--- src/hdl/book_pkg.sv ---
/*
  Book package
  Sizes, command encoding and payload types shared by the
  price-ordered book and its testbench
*/
package book_pkg;

  // Book geometry
  localparam int ENTRIES_N   = 8;
  localparam int KEY_BITS    = 16;
  localparam int VOLUME_BITS = 16;
  // Count of valid entries, 0 to ENTRIES_N inclusive
  localparam int LISTSIZE_W  = 4;

  // Command opcodes
  typedef enum logic [1:0] {
    CMD_CLEAR   = 2'd0,
    CMD_ADD     = 2'd1,
    CMD_DELETE  = 2'd2,
    CMD_REPLACE = 2'd3
  } cmd_t;

  // Entry payloads
  typedef logic [KEY_BITS-1:0]    key_t;
  typedef logic [VOLUME_BITS-1:0] volume_t;

  typedef logic [LISTSIZE_W-1:0] listsize_t;

  // One bit per position, bit 0 is the head
  typedef logic [ENTRIES_N-1:0] entry_vec_t;

endpackage
--- src/hdl/book_if.sv ---
/*
  Book interfaces
  Compare results from the match stage to control, and the
  per-position shift controls from control to the datapath
*/

// Key compare results, one bit per position
interface book_cmp_if import book_pkg::*; ();

  // One-hot equal-key position
  entry_vec_t sel;
  logic       hit;
  logic       full;
  // Valid and stored key above command key
  entry_vec_t cmp;

  modport src (output sel, output hit, output full, output cmp);
  modport dst (input sel, input hit, input full, input cmp);

endinterface

// Shift and insert controls for the payload columns
interface book_shift_if import book_pkg::*; ();

  // Take entry from position i-1 (ADD)
  entry_vec_t take_right;
  // Take entry from position i+1 (DELETE)
  entry_vec_t take_left;
  entry_vec_t ins_key;
  entry_vec_t ins_vol;
  // Column write enable for this edge
  logic       upd;

  modport ctrl (
    output take_right, output take_left, output ins_key, output ins_vol, output upd
  );
  modport col (
    input take_right, input take_left, input ins_key, input ins_vol, input upd
  );
  // Head monitor only needs the head volume source
  modport mon (input take_left, input ins_vol);

endinterface

--- src/hdl/book_top.sv ---
/*
  Book top level
  Price-ordered book of up to ENTRIES_N entries, largest key at
  the head. One command per cycle, one cycle to state and notify
*/
module book_top
  import book_pkg::*;
(
  input  logic      i_clk,
  input  logic      i_rst_n,
  input  logic      i_cmd_vld,
  input  cmd_t      i_cmd,
  input  key_t      i_key,
  input  volume_t   i_volume,
  output listsize_t o_listsize,
  output logic      o_head_vld,
  output key_t      o_head_key,
  output volume_t   o_head_volume,
  output logic      o_notify_vld,
  output key_t      o_notify_key,
  output volume_t   o_notify_volume
);

  book_cmp_if   cmp_if ();
  book_shift_if sh_if ();

  // Stored book state
  key_t       keys    [ENTRIES_N];
  volume_t    volumes [ENTRIES_N];
  entry_vec_t vld;

  assign o_head_vld    = vld[0];
  assign o_head_key    = keys[0];
  assign o_head_volume = volumes[0];

  book_match u_match (
    .i_cmd_key (i_key),
    .i_keys    (keys),
    .i_vld     (vld),
    .cmp       (cmp_if.src)
  );

  book_ctrl u_ctrl (
    .i_clk      (i_clk),
    .i_rst_n    (i_rst_n),
    .i_cmd_vld  (i_cmd_vld),
    .i_cmd      (i_cmd),
    .cmp        (cmp_if.dst),
    .sh         (sh_if.ctrl),
    .o_vld      (vld),
    .o_listsize (o_listsize)
  );

  // Key column
  book_shift #(.payload_t(key_t)) u_key_col (
    .i_clk     (i_clk),
    .i_rst_n   (i_rst_n),
    .i_data    (i_key),
    .sh        (sh_if.col),
    .i_use_key (1'b1),
    .o_col     (keys)
  );

  // Volume column
  book_shift #(.payload_t(volume_t)) u_vol_col (
    .i_clk     (i_clk),
    .i_rst_n   (i_rst_n),
    .i_data    (i_volume),
    .sh        (sh_if.col),
    .i_use_key (1'b0),
    .o_col     (volumes)
  );

  book_notify u_notify (
    .i_clk           (i_clk),
    .i_rst_n         (i_rst_n),
    .i_cmd_vld       (i_cmd_vld),
    .i_cmd           (i_cmd),
    .i_key           (i_key),
    .i_volume        (i_volume),
    .i_vld0          (vld[0]),
    .i_match_sel0    (cmp_if.sel[0]),
    .i_ins0          (sh_if.ins_key[0]),
    .i_head_volume   (volumes[0]),
    .sh              (sh_if.mon),
    .o_notify_vld    (o_notify_vld),
    .o_notify_key    (o_notify_key),
    .o_notify_volume (o_notify_volume)
  );

endmodule

--- src/hdl/book_notify.sv ---
/*
  Book head notify
  Detects a change of the head entry and registers a one-cycle
  notify pulse with the command key and the head volume
*/
module book_notify
  import book_pkg::*;
(
  input  logic      i_clk,
  input  logic      i_rst_n,
  input  logic      i_cmd_vld,
  input  cmd_t      i_cmd,
  input  key_t      i_key,
  input  volume_t   i_volume,
  input  logic      i_vld0,
  input  logic      i_match_sel0,
  input  logic      i_ins0,
  input  volume_t   i_head_volume,
  book_shift_if.mon sh,
  output logic      o_notify_vld,
  output key_t      o_notify_key,
  output volume_t   o_notify_volume
);

  logic    op_clr;
  logic    op_add;
  logic    op_del;
  logic    op_rep;
  logic    fire;
  volume_t vol_nxt;

  assign op_clr = i_cmd_vld && (i_cmd == CMD_CLEAR);
  assign op_add = i_cmd_vld && (i_cmd == CMD_ADD);
  assign op_del = i_cmd_vld && (i_cmd == CMD_DELETE);
  assign op_rep = i_cmd_vld && (i_cmd == CMD_REPLACE);

  // Clear of a non-empty book, new head, or head deleted/replaced
  assign fire = (op_clr & i_vld0) | (op_add & i_ins0) |
                ((op_del | op_rep) & i_match_sel0);

  // New volume written to head, else removed head volume
  // CLEAR reports zero
  always_comb begin
    if (sh.ins_vol[0]) begin
      vol_nxt = i_volume;
    end else if (sh.take_left[0]) begin
      vol_nxt = i_head_volume;
    end else begin
      vol_nxt = '0;
    end
  end

  always_ff @(posedge i_clk) begin
    if (!i_rst_n) begin
      o_notify_vld <= 1'b0;
    end else begin
      o_notify_vld <= fire;
    end
  end

  // Message payload, held between notifies
  always_ff @(posedge i_clk) begin
    if (fire) begin
      o_notify_key    <= i_key;
      o_notify_volume <= vol_nxt;
    end
  end

endmodule

--- src/hdl/book_shift.sv ---
/*
  Book payload column
  One register per position; each takes the new item, a
  neighbour's item, or holds. Used for keys and for volumes
*/
module book_shift
  import book_pkg::*;
#(
  parameter type payload_t = key_t
) (
  input  logic      i_clk,
  input  logic      i_rst_n,
  input  payload_t  i_data,
  book_shift_if.col sh,
  input  logic      i_use_key,
  output payload_t  o_col [ENTRIES_N]
);

  entry_vec_t ins;
  entry_vec_t wr;

  // Key column follows ins_key, volume column follows ins_vol
  assign ins = i_use_key ? sh.ins_key : sh.ins_vol;
  assign wr  = ins | sh.take_left | sh.take_right;

  for (genvar i = 0; i < ENTRIES_N; i++) begin : g_pos
    payload_t from_lo;
    payload_t from_hi;
    payload_t nxt;

    // Edge positions have one neighbour, the missing one is self
    if (i == 0) begin : g_head
      assign from_lo = o_col[i];
    end else begin : g_lo
      assign from_lo = o_col[i-1];
    end

    if (i == ENTRIES_N - 1) begin : g_tail
      assign from_hi = o_col[i];
    end else begin : g_hi
      assign from_hi = o_col[i+1];
    end

    // Controls are mutually exclusive per position
    assign nxt = ins[i]           ? i_data :
                 sh.take_right[i] ? from_lo :
                                    from_hi;

    always_ff @(posedge i_clk) begin
      if (!i_rst_n) begin
        o_col[i] <= '0;
      end else if (sh.upd && wr[i]) begin
        o_col[i] <= nxt;
      end
    end
  end

endmodule

--- src/hdl/book_ctrl.sv ---
/*
  Book control
  Decodes commands, plans the insert and shift masks for the
  payload columns, and holds the validity vector and list size
*/
module book_ctrl
  import book_pkg::*;
(
  input  logic       i_clk,
  input  logic       i_rst_n,
  input  logic       i_cmd_vld,
  input  cmd_t       i_cmd,
  book_cmp_if.dst    cmp,
  book_shift_if.ctrl sh,
  output entry_vec_t o_vld,
  output listsize_t  o_listsize
);

  logic       op_add;
  logic       op_del;
  logic       op_rep;
  entry_vec_t ins_pos;
  entry_vec_t ins_mask;
  entry_vec_t add_sel;
  entry_vec_t add_shift;
  entry_vec_t del_mask;
  entry_vec_t vld_nxt;
  listsize_t  listsize_nxt;

  // Opcode decode, masks are qualified by upd in the columns
  assign op_add = (i_cmd == CMD_ADD);
  assign op_del = (i_cmd == CMD_DELETE);
  assign op_rep = (i_cmd == CMD_REPLACE);

  // Insertion point is the lowest zero of cmp
  // All ones (full, key below tail) gives no insert
  assign ins_pos  = ~cmp.cmp & (cmp.cmp + entry_vec_t'(1));

  // Positions at and above the insertion point
  assign ins_mask = ~(ins_pos - entry_vec_t'(1));

  // Valid entries that move one step towards the tail
  assign add_sel   = o_vld & ins_mask;
  // Top bit falls off, so a full book loses its tail
  assign add_shift = add_sel << 1;

  // Everything above the deleted entry moves towards the head
  // A miss leaves sel zero and the mask empty
  assign del_mask = ~(cmp.sel - entry_vec_t'(1));

  assign sh.take_right = op_add ? add_shift : '0;
  assign sh.take_left  = op_del ? del_mask : '0;
  assign sh.ins_key    = op_add ? ins_pos : '0;
  // REPLACE writes only the volume of the matched entry
  assign sh.ins_vol    = (op_add ? ins_pos : '0) | (op_rep ? cmp.sel : '0);
  assign sh.upd        = i_cmd_vld;

  // Next validity and size
  always_comb begin
    vld_nxt      = o_vld;
    listsize_nxt = o_listsize;
    case (i_cmd)
      CMD_CLEAR: begin
        vld_nxt      = '0;
        listsize_nxt = '0;
      end
      CMD_ADD: begin
        vld_nxt = o_vld | add_shift | ins_pos;
        // Full book keeps size, tail entry is replaced
        if (!cmp.full) begin
          listsize_nxt = o_listsize + listsize_t'(1);
        end
      end
      CMD_DELETE: begin
        if (cmp.hit) begin
          // Entries are contiguous, so drop the top valid bit
          vld_nxt      = o_vld >> 1;
          listsize_nxt = o_listsize - listsize_t'(1);
        end
      end
      default: begin
        // REPLACE leaves occupancy alone
        vld_nxt = o_vld;
      end
    endcase
  end

  // State registers, written on the edge after the strobe
  always_ff @(posedge i_clk) begin
    if (!i_rst_n) begin
      o_vld      <= '0;
      o_listsize <= '0;
    end else if (i_cmd_vld) begin
      o_vld      <= vld_nxt;
      o_listsize <= listsize_nxt;
    end
  end

endmodule

--- src/hdl/book_match.sv ---
/*
  Book match stage
  Compares the command key with every stored key in parallel and
  reports the equal entry, the greater entries and book fullness
*/
module book_match
  import book_pkg::*;
(
  input  key_t       i_cmd_key,
  input  key_t       i_keys [ENTRIES_N],
  input  entry_vec_t i_vld,
  book_cmp_if.src    cmp
);

  entry_vec_t eq;
  entry_vec_t gt;

  // One comparator pair per position
  for (genvar i = 0; i < ENTRIES_N; i++) begin : g_cmp
    assign eq[i] = i_vld[i] && (i_keys[i] == i_cmd_key);
    assign gt[i] = i_vld[i] && (i_keys[i] > i_cmd_key);
  end

  // Keys are unique so eq is at most one-hot
  assign cmp.sel  = eq;
  assign cmp.hit  = |eq;

  // Valid entries are packed from the head, top bit set means full
  assign cmp.full = &i_vld;

  // Greater-than mask, a run of ones from the head
  assign cmp.cmp  = gt;

endmodule

--- config.mk ---
export PLATFORM = sky130hd
export DESIGN_NAME = book_top
export DESIGN_NICKNAME = d
export VERILOG_FILES = /design/src/hdl/book_pkg.sv /design/src/hdl/book_if.sv /design/src/hdl/book_top.sv /design/src/hdl/book_notify.sv /design/src/hdl/book_shift.sv /design/src/hdl/book_ctrl.sv /design/src/hdl/book_match.sv
export SDC_FILE = /design/constraint.sdc
export NUM_CORES = 1
export LEC_CHECK = 0
export ABC_CLOCK_PERIOD_IN_PS = 4100
export BUFFER_PORTS_ARGS = -buffer_cell sky130_fd_sc_hd__buf_4
export CORE_UTILIZATION = 58
export DETAILED_ROUTE_END_ITERATION = 8
export HOLD_SLACK_MARGIN = 0.15
export PLACE_DENSITY = 0.73
export SYNTH_ARGS = -nofsm -noshare
export SYNTH_HDL_FRONTEND = slang
export SYNTH_SLANG_ARGS = --single-unit
--- constraint.sdc ---
create_clock -name i_clk -period 4.1 [get_ports i_clk]
set_input_delay 0.615 -clock i_clk [delete_from_list [all_inputs] [get_ports i_clk]]
set_output_delay 0.615 -clock i_clk [all_outputs]
set_load 0.02 [all_outputs]
==> results of run 1 <==
[placed cells by master (no fill, tap or decap), types with 13 or more instances in the layout]
cell type	instances
dfxtp_1	269
nand2_1	206
buf_4	204
mux2i_1	190
nor2_1	164
a21oi_1	144
ha_1	136
a221o_1	81
o21ai_0	68
a211oi_1	68
inv_1	62
nand3_1	49
a22o_1	48
o211ai_1	45
clkbuf_16	37
mux2_2	32
edfxtp_1	32
nand4_1	31
and2_1	25
a31oi_1	22
buf_12	19
o31ai_1	18
o2bb2ai_1	17
o22ai_1	16
a21o_1	13
[per-layer routing]
metal / track usage (%) / up-vias
met5: 0 / -
met4: 12.3 / 0
met3: 5.28 / 130
met2: 52.6 / 848
met1: 51.2 / 7998
li1: - / 7794
[cell type report]
type / instances / area (um2)
tap: 396 / 495
fill: 2504 / 9710
multi-input combinational: 1498 / 10900
clock buffer: 52 / 1050
sequential: 301 / 6350
timing repair buffer: 223 / 1910
clock inverter: 11 / 110
inverter: 64 / 241
[kinds of logic (layout without fill, tap and decap cells)]
logic type | count (synthesis) | count (layout) | share of synthesized area [%]
compound gates | 607 | 607 | 24.3
buf+inv | 243 | 350 | 5.83
simple gates | 526 | 526 | 12.8
fa+ha+maj | 137 | 137 | 9.45
xor+xnor | 6 | 6 | 0.289
flops | 301 | 301 | 34.8
mux | 222 | 222 | 12.4
[worst paths after layout]
kind	slack, ns	endpoint	depth (start not counted)
worst min-delay path	0.41	u_vol_col.g_pos[3].from_hi[6]	2
worst min register to register	0.48	u_vol_col.g_pos[0].from_hi[3]	2
worst max-delay path	0.26	u_key_col.g_pos[5].from_hi[12]	11
worst max register to register	0.29	u_key_col.g_pos[5].from_hi[12]	9
[power groups by stage]
stage	clock, mW	combinational [mW]	sequential, mW
floorplan	0	0.295	3.11
global placement	0	0.519	3.09
detailed placement	0	0.532	3.09
CTS	3.19	0.536	3.03
global route	3.31	0.584	3.03
finish	3.16	0.548	3.03
[sequential cells by signal, indices dropped and copies added (netlist names), 4 cells and up]
name / count
u_ctrl.o_listsize: 4
u_key_col.g_pos.from_lo: 16
u_key_col.g_pos.from_hi: 112
u_vol_col.g_pos.from_hi: 112
u_ctrl.o_vld: 8
u_notify.o_notify_volume: 16
u_vol_col.g_pos.from_lo: 16
u_notify.o_notify_key: 16
[stage by stage]
stage,setup TNS [ns],util [%],instances
after floorplan,0,-,2042
after global placement,-0.972,64.6,2482
after detailed placement,-4.18,64.6,2482
after CTS,0,68.4,2545
after global routing,0,68.4,2545
final,0,68.4,2545
==> results.sh, run 1 <==
export IMPL_status="complete, but fails checks"
export IMPL_violations="DRC"
export IMPL_post_cts_buffers=0
export IMPL_max_cap_violations=0
export IMPL_power_frac_seq_pct=45.0
export IMPL_syn_avg_cell_area_um2=8.92
export IMPL_switching_share_pct=24.3
export IMPL_p_per_area_nw_per_um2=320
export IMPL_critical_path_startpoint="i_key[9]"
export IMPL_slowest_stage="nor2_1"
export IMPL_grt_max_degree=57
export IMPL_ir_drop_uv=302
export IMPL_yosys_area_top_type_share_pct=29.6
export IMPL_hold_path_class="in2reg"
export IMPL_vias=16800
export IMPL_p_comb_share_pct=8.1
export IMPL_final_area_um2=21000
export IMPL_fin_nets=2297
export IMPL_detail_route_wl_per_cell_um=22.4
export IMPL_grt_pass1_vias=15800
export IMPL_wl_met1_um=25700
export IMPL_yosysMostFrequentCell="dfxtp_1"
export IMPL_ys_types=83
export IMPL_cts_sinks=301
export IMPL_ys_top_cells_by_count="dfxtp_1, nand2_1, mux2i_1, nor2_1, a21oi_1"
export IMPL_postCtsResizedCells=0
export IMPL_clk_latency_ns=0.52
export IMPL_ys_seq_area_share_pct=34.8
export IMPL_drc_errors=16
export IMPL_rows=64
export IMPL_met2_length_um=24100
export IMPL_p_switching_mw=1.64
export IMPL_num_antenna_cells=0
export IMPL_drive_gt1_share_pct=16.1
export IMPL_clockRootBuffer="clkbuf_16"
export IMPL_synth_nets=2216
export IMPL_wirelength_um=56900
export IMPL_fmax_mhz=260
export IMPL_cts_buffers=35
export IMPL_coreArea_um2=30700
export IMPL_firstDrtPassIters=7
export IMPL_dr_wl_met3_um=5540
export IMPL_crit_family="simple AND/OR/NAND/NOR gates"
export IMPL_ys_warn_count=0
export IMPL_synthTopCellsByArea="dfxtp_1, mux2i_1, ha_1"
export IMPL_dp_slack_ns=-0.198
export IMPL_p_leak_nw=8.62
export IMPL_synth_ff_type="dfxtp_1"
export IMPL_ios=107
export IMPL_h_tree_depth=2
export IMPL_worstSetupStartpointType="input pin"
export IMPL_crit_reg2reg_launch="u_key_col.g_pos[2].from_hi[12]"
export IMPL_grtUsageTotal_pct=35.3
export IMPL_netlist_instances=2042
export IMPL_start_util_pct=59.2
export IMPL_hold_ws_ns=0.407
export IMPL_drtIter0Drc=1749
export IMPL_power_mw=6.74
export IMPL_critPathKind="in2reg"
export IMPL_ctsHoldBuffers=0
export IMPL_setup_ws_ns=0.257
export IMPL_finalCriticalPeriod_ns=3.84
export IMPL_synth_area_um2=18200
export IMPL_cts_clk_slew_worst_paths_ns=0.06
export IMPL_path_max_fanout=16
export IMPL_cp_arrival_ns=4.30
export IMPL_cts_path_max_buffers=3
export IMPL_hold_viol=0
export IMPL_area_growth_pct=15.5
export IMPL_hpwl_um=40800
export IMPL_crit_buf_inv=2
export IMPL_drv_slew=0
export IMPL_async_reset_ff_share_pct=0
export IMPL_die_height_um=179
export IMPL_drtAntennaViolNets=0
export IMPL_overflow=0
export IMPL_power_internal_mw=5.10
export IMPL_grt_pass1_wl_um=88100
export IMPL_place_area_um2=19900
export IMPL_die_x_um=179
export IMPL_die_area_um2=32100
export IMPL_viasPerCell=6.59
export IMPL_ys_seq_elements=301
export IMPL_yosysTopAreaCell="dfxtp_1"
export IMPL_synth_edf_count=32
export IMPL_crit_chain="buf_4, inv_1, ha_1, nand3_1, or2_1, a211oi_1, o311ai_1, and4bb_1, nand4_1, nor2_1, a221o_1"
export IMPL_portBuffers=106
export IMPL_worstPathRequired_ns=4.55
export IMPL_rsz0062_at_grt="false"
export IMPL_critPathMaxStageDelay_ns=0.93
export IMPL_antenna_found_initial=0
export IMPL_finalClockSkew_ns=0.0189
export IMPL_slew_headroom_pct=12.8
export IMPL_min_from="i_volume[6]"
export IMPL_worst_pin_slew_ns=1.30
export IMPL_setup_viol=0
export IMPL_place_congestion=0.967
export IMPL_routed_top_layer="met4"
export IMPL_power_frac_clock_pct=46.9
export IMPL_cp_end_kind="register"
export IMPL_fin_crit_sh_pct=93.7
export IMPL_cts_tree="done"
(Power assumes the default switching activity.)
==> run 2, diff against run 1 <==
SETUP_SLACK_MARGIN = 0.4   (was unset)
==> run 2 against run 1 <==
Against the previous run:
- the flow still finishes with violations (DRC)
- worst hold slack better by 0.0057 ns
- critical path depth is 1 higher
- via count is 0.39% lower
- power is 0.16% lower
- sequential share of layout area is 0.25 points higher
- sequential power hardly changed
- register-to-register slack better by 0.28 ns
- highest routed layer unchanged
==> results.sh, run 2 (synthesis gave the netlist of run 1 again) <==
export IMPL_hold_viol=0
export IMPL_wl_met1_um=25300
export IMPL_cp_end_kind="register"
export IMPL_fin_nets=2278
export IMPL_vias=16700
export IMPL_portBuffers=106
export IMPL_p_per_area_nw_per_um2=322
export IMPL_drive_gt1_share_pct=16.4
export IMPL_worstSetupStartpointType="input pin"
export IMPL_cts_path_max_buffers=3
export IMPL_place_congestion=0.962
export IMPL_routed_top_layer="met4"
export IMPL_finalCriticalPeriod_ns=3.54
export IMPL_setup_viol=0
export IMPL_min_from="i_volume[1]"
export IMPL_coreArea_um2=30700
export IMPL_slowest_stage="a311oi_1"
export IMPL_fmax_mhz=283
export IMPL_dr_wl_met3_um=5700
export IMPL_cts_buffers=35
export IMPL_crit_chain="buf_4, inv_1, buf_4, ha_1, a21oi_1, a2111o_1, a311oi_1, and2_1, nand4_1, buf_4, a31o_2, a221o_1"
export IMPL_cts_tree="done"
export IMPL_start_util_pct=59.2
export IMPL_multi_input_area_um2=11000
export IMPL_reg2reg_depth=9
export IMPL_drv_slew=0
export IMPL_grt_pass1_vias=15700
export IMPL_fin_crit_sh_pct=86.3
export IMPL_crit_family="compound AO/OA/AOI/OAI gates"
export IMPL_status="complete, but fails checks"
export IMPL_path_max_fanout=16
export IMPL_clockRootBuffer="clkbuf_16"
export IMPL_crit_reg2reg_launch="u_key_col.g_pos[2].from_hi[12]"
export IMPL_grtUsageTotal_pct=34.7
export IMPL_die_area_um2=32100
export IMPL_whs_path_depth=2
export IMPL_crit_top_cell="buf_4"
export IMPL_crit_buf_inv=4
export IMPL_seqCellArea_um2=6350
export IMPL_worstPathRequired_ns=4.49
export IMPL_met2_length_um=24200
export IMPL_drtAntennaViolNets=0
export IMPL_drc_errors=26
export IMPL_final_cell_mix="dfxtp_1, nand2_1, buf_4"
export IMPL_final_cells=2525
export IMPL_ios=107
export IMPL_num_antenna_cells=0
export IMPL_grt_max_degree=61
export IMPL_whs_endpoint="u_vol_col.g_pos[4].from_hi[1]"
export IMPL_layout_commonest_cell="dfxtp_1"
export IMPL_rr_endpoint="u_vol_col.g_pos[3].from_hi[13]"
export IMPL_max_cap_violations=0
export IMPL_wirelength_um=56600
export IMPL_rows=64
export IMPL_cp_arrival_ns=3.93
export IMPL_die_x_um=179
export IMPL_critPathMaxStageDelay_ns=0.50
export IMPL_drtIter0Drc=1566
export IMPL_cts_clk_slew_worst_paths_ns=0.06
export IMPL_dp_cells=2463
export IMPL_rsz0062_at_grt="false"
export IMPL_critPathKind="in2reg"
export IMPL_cts_sinks=301
export IMPL_finalClockSkew_ns=0.00993
export IMPL_overflow=0
export IMPL_fin_tns_setup_ns=0
export IMPL_grt_pass1_wl_um=87000
export IMPL_hold_path_class="in2reg"
export IMPL_slew_headroom_pct=45.6
export IMPL_area_growth_pct=14.5
export IMPL_nFillCells=2529
export IMPL_hpwl_um=40000
export IMPL_h_tree_depth=2
export IMPL_clk_latency_ns=0.51
export IMPL_regToRegSetupSlack_ns=0.57
export IMPL_ir_drop_uv=284
export IMPL_worst_pin_slew_ns=0.816
export IMPL_firstDrtPassIters=8
export IMPL_detail_route_wl_per_cell_um=22.4
export IMPL_p_leak_nw=8.48
export IMPL_die_height_um=179
export IMPL_viasPerCell=6.62
export IMPL_antenna_found_initial=0
export IMPL_violations="DRC"
## run 2: cell types whose count changed in the layout (fill, tap and decap cells not counted), moves of 3 or more
| cell | previous run | this run |
|---|---|---|
| buf_12 | 19 | 9 |
| inv_2 | 0 | 12 |
| buf_4 | 204 | 194 |
| inv_1 | 62 | 50 |
| clkbuf_1 | 8 | 5 |
## run 2: worst max-delay path by stage
stage	start	end	cells after the start
6_report	i_key[2]	u_key_col.g_pos[5].from_hi[4]	12
5_1_grt	u_key_col.g_pos[0].from_hi[11]	u_key_col.g_pos[4].from_hi[2]	10
4_1_cts	u_key_col.g_pos[2].from_hi[12]	u_vol_col.g_pos[5].from_hi[0]	10
3_5_place_dp	i_key[12]	u_key_col.g_pos[5].from_hi[8]	11
3_3_place_gp	i_key[12]	u_key_col.g_pos[5].from_hi[5]	11
2_1_floorplan	i_key[9]	u_vol_col.g_pos[4].from_hi[10]	15
## run 2: final cells by class
type                            count  area share [%]
Multi-Input combinational cell   1498            52.5
Sequential cell                   301            30.4
Timing Repair Buffer              204            7.90
Clock buffer                       50            5.16
Tap cell                          396            2.38
Inverter                           64            1.16
Clock inverter                     12           0.462
## run 2: layer usage
metal | global-route usage [%] | vias to the layer above
met2 | 52.0 | 851
met4 | 10.2 | 0
met3 | 6.04 | 98
li1 | - | 7745
met5 | 0 | -
met1 | 50.6 | 8011
## run 2: power by group
group          leakage [nW]  switching, mW  total, mW  internal, mW
Clock                 0.588           1.26       3.16          1.90
Combinational          5.44          0.359      0.537         0.178
Sequential             2.46         0.0245       3.03          3.00
Total                  8.48           1.64       6.73          5.08
## run 2: metrics by stage
step	cell area (um2)	setup slack, ns	hold WS [ns]	util, %	total power [mW]
3_5_place_dp	19600	-0.194	0.464	63.8	3.61
2_1_floorplan	18200	0.414	0.446	-	3.41
6_report	20900	0.560	0.413	67.8	6.73
3_3_place_gp	19600	-0.113	0.459	63.8	3.60
5_1_grt	20900	0.409	0.409	67.8	6.91
4_1_cts	20800	0.396	0.396	67.7	6.74
## run 2: what timing repair did
action                     CTS  global route
hold buffers                 0             0
pin swaps                    0             1
setup endpoints to repair   45           128
gates resized for setup      5            10
setup buffers                0             0
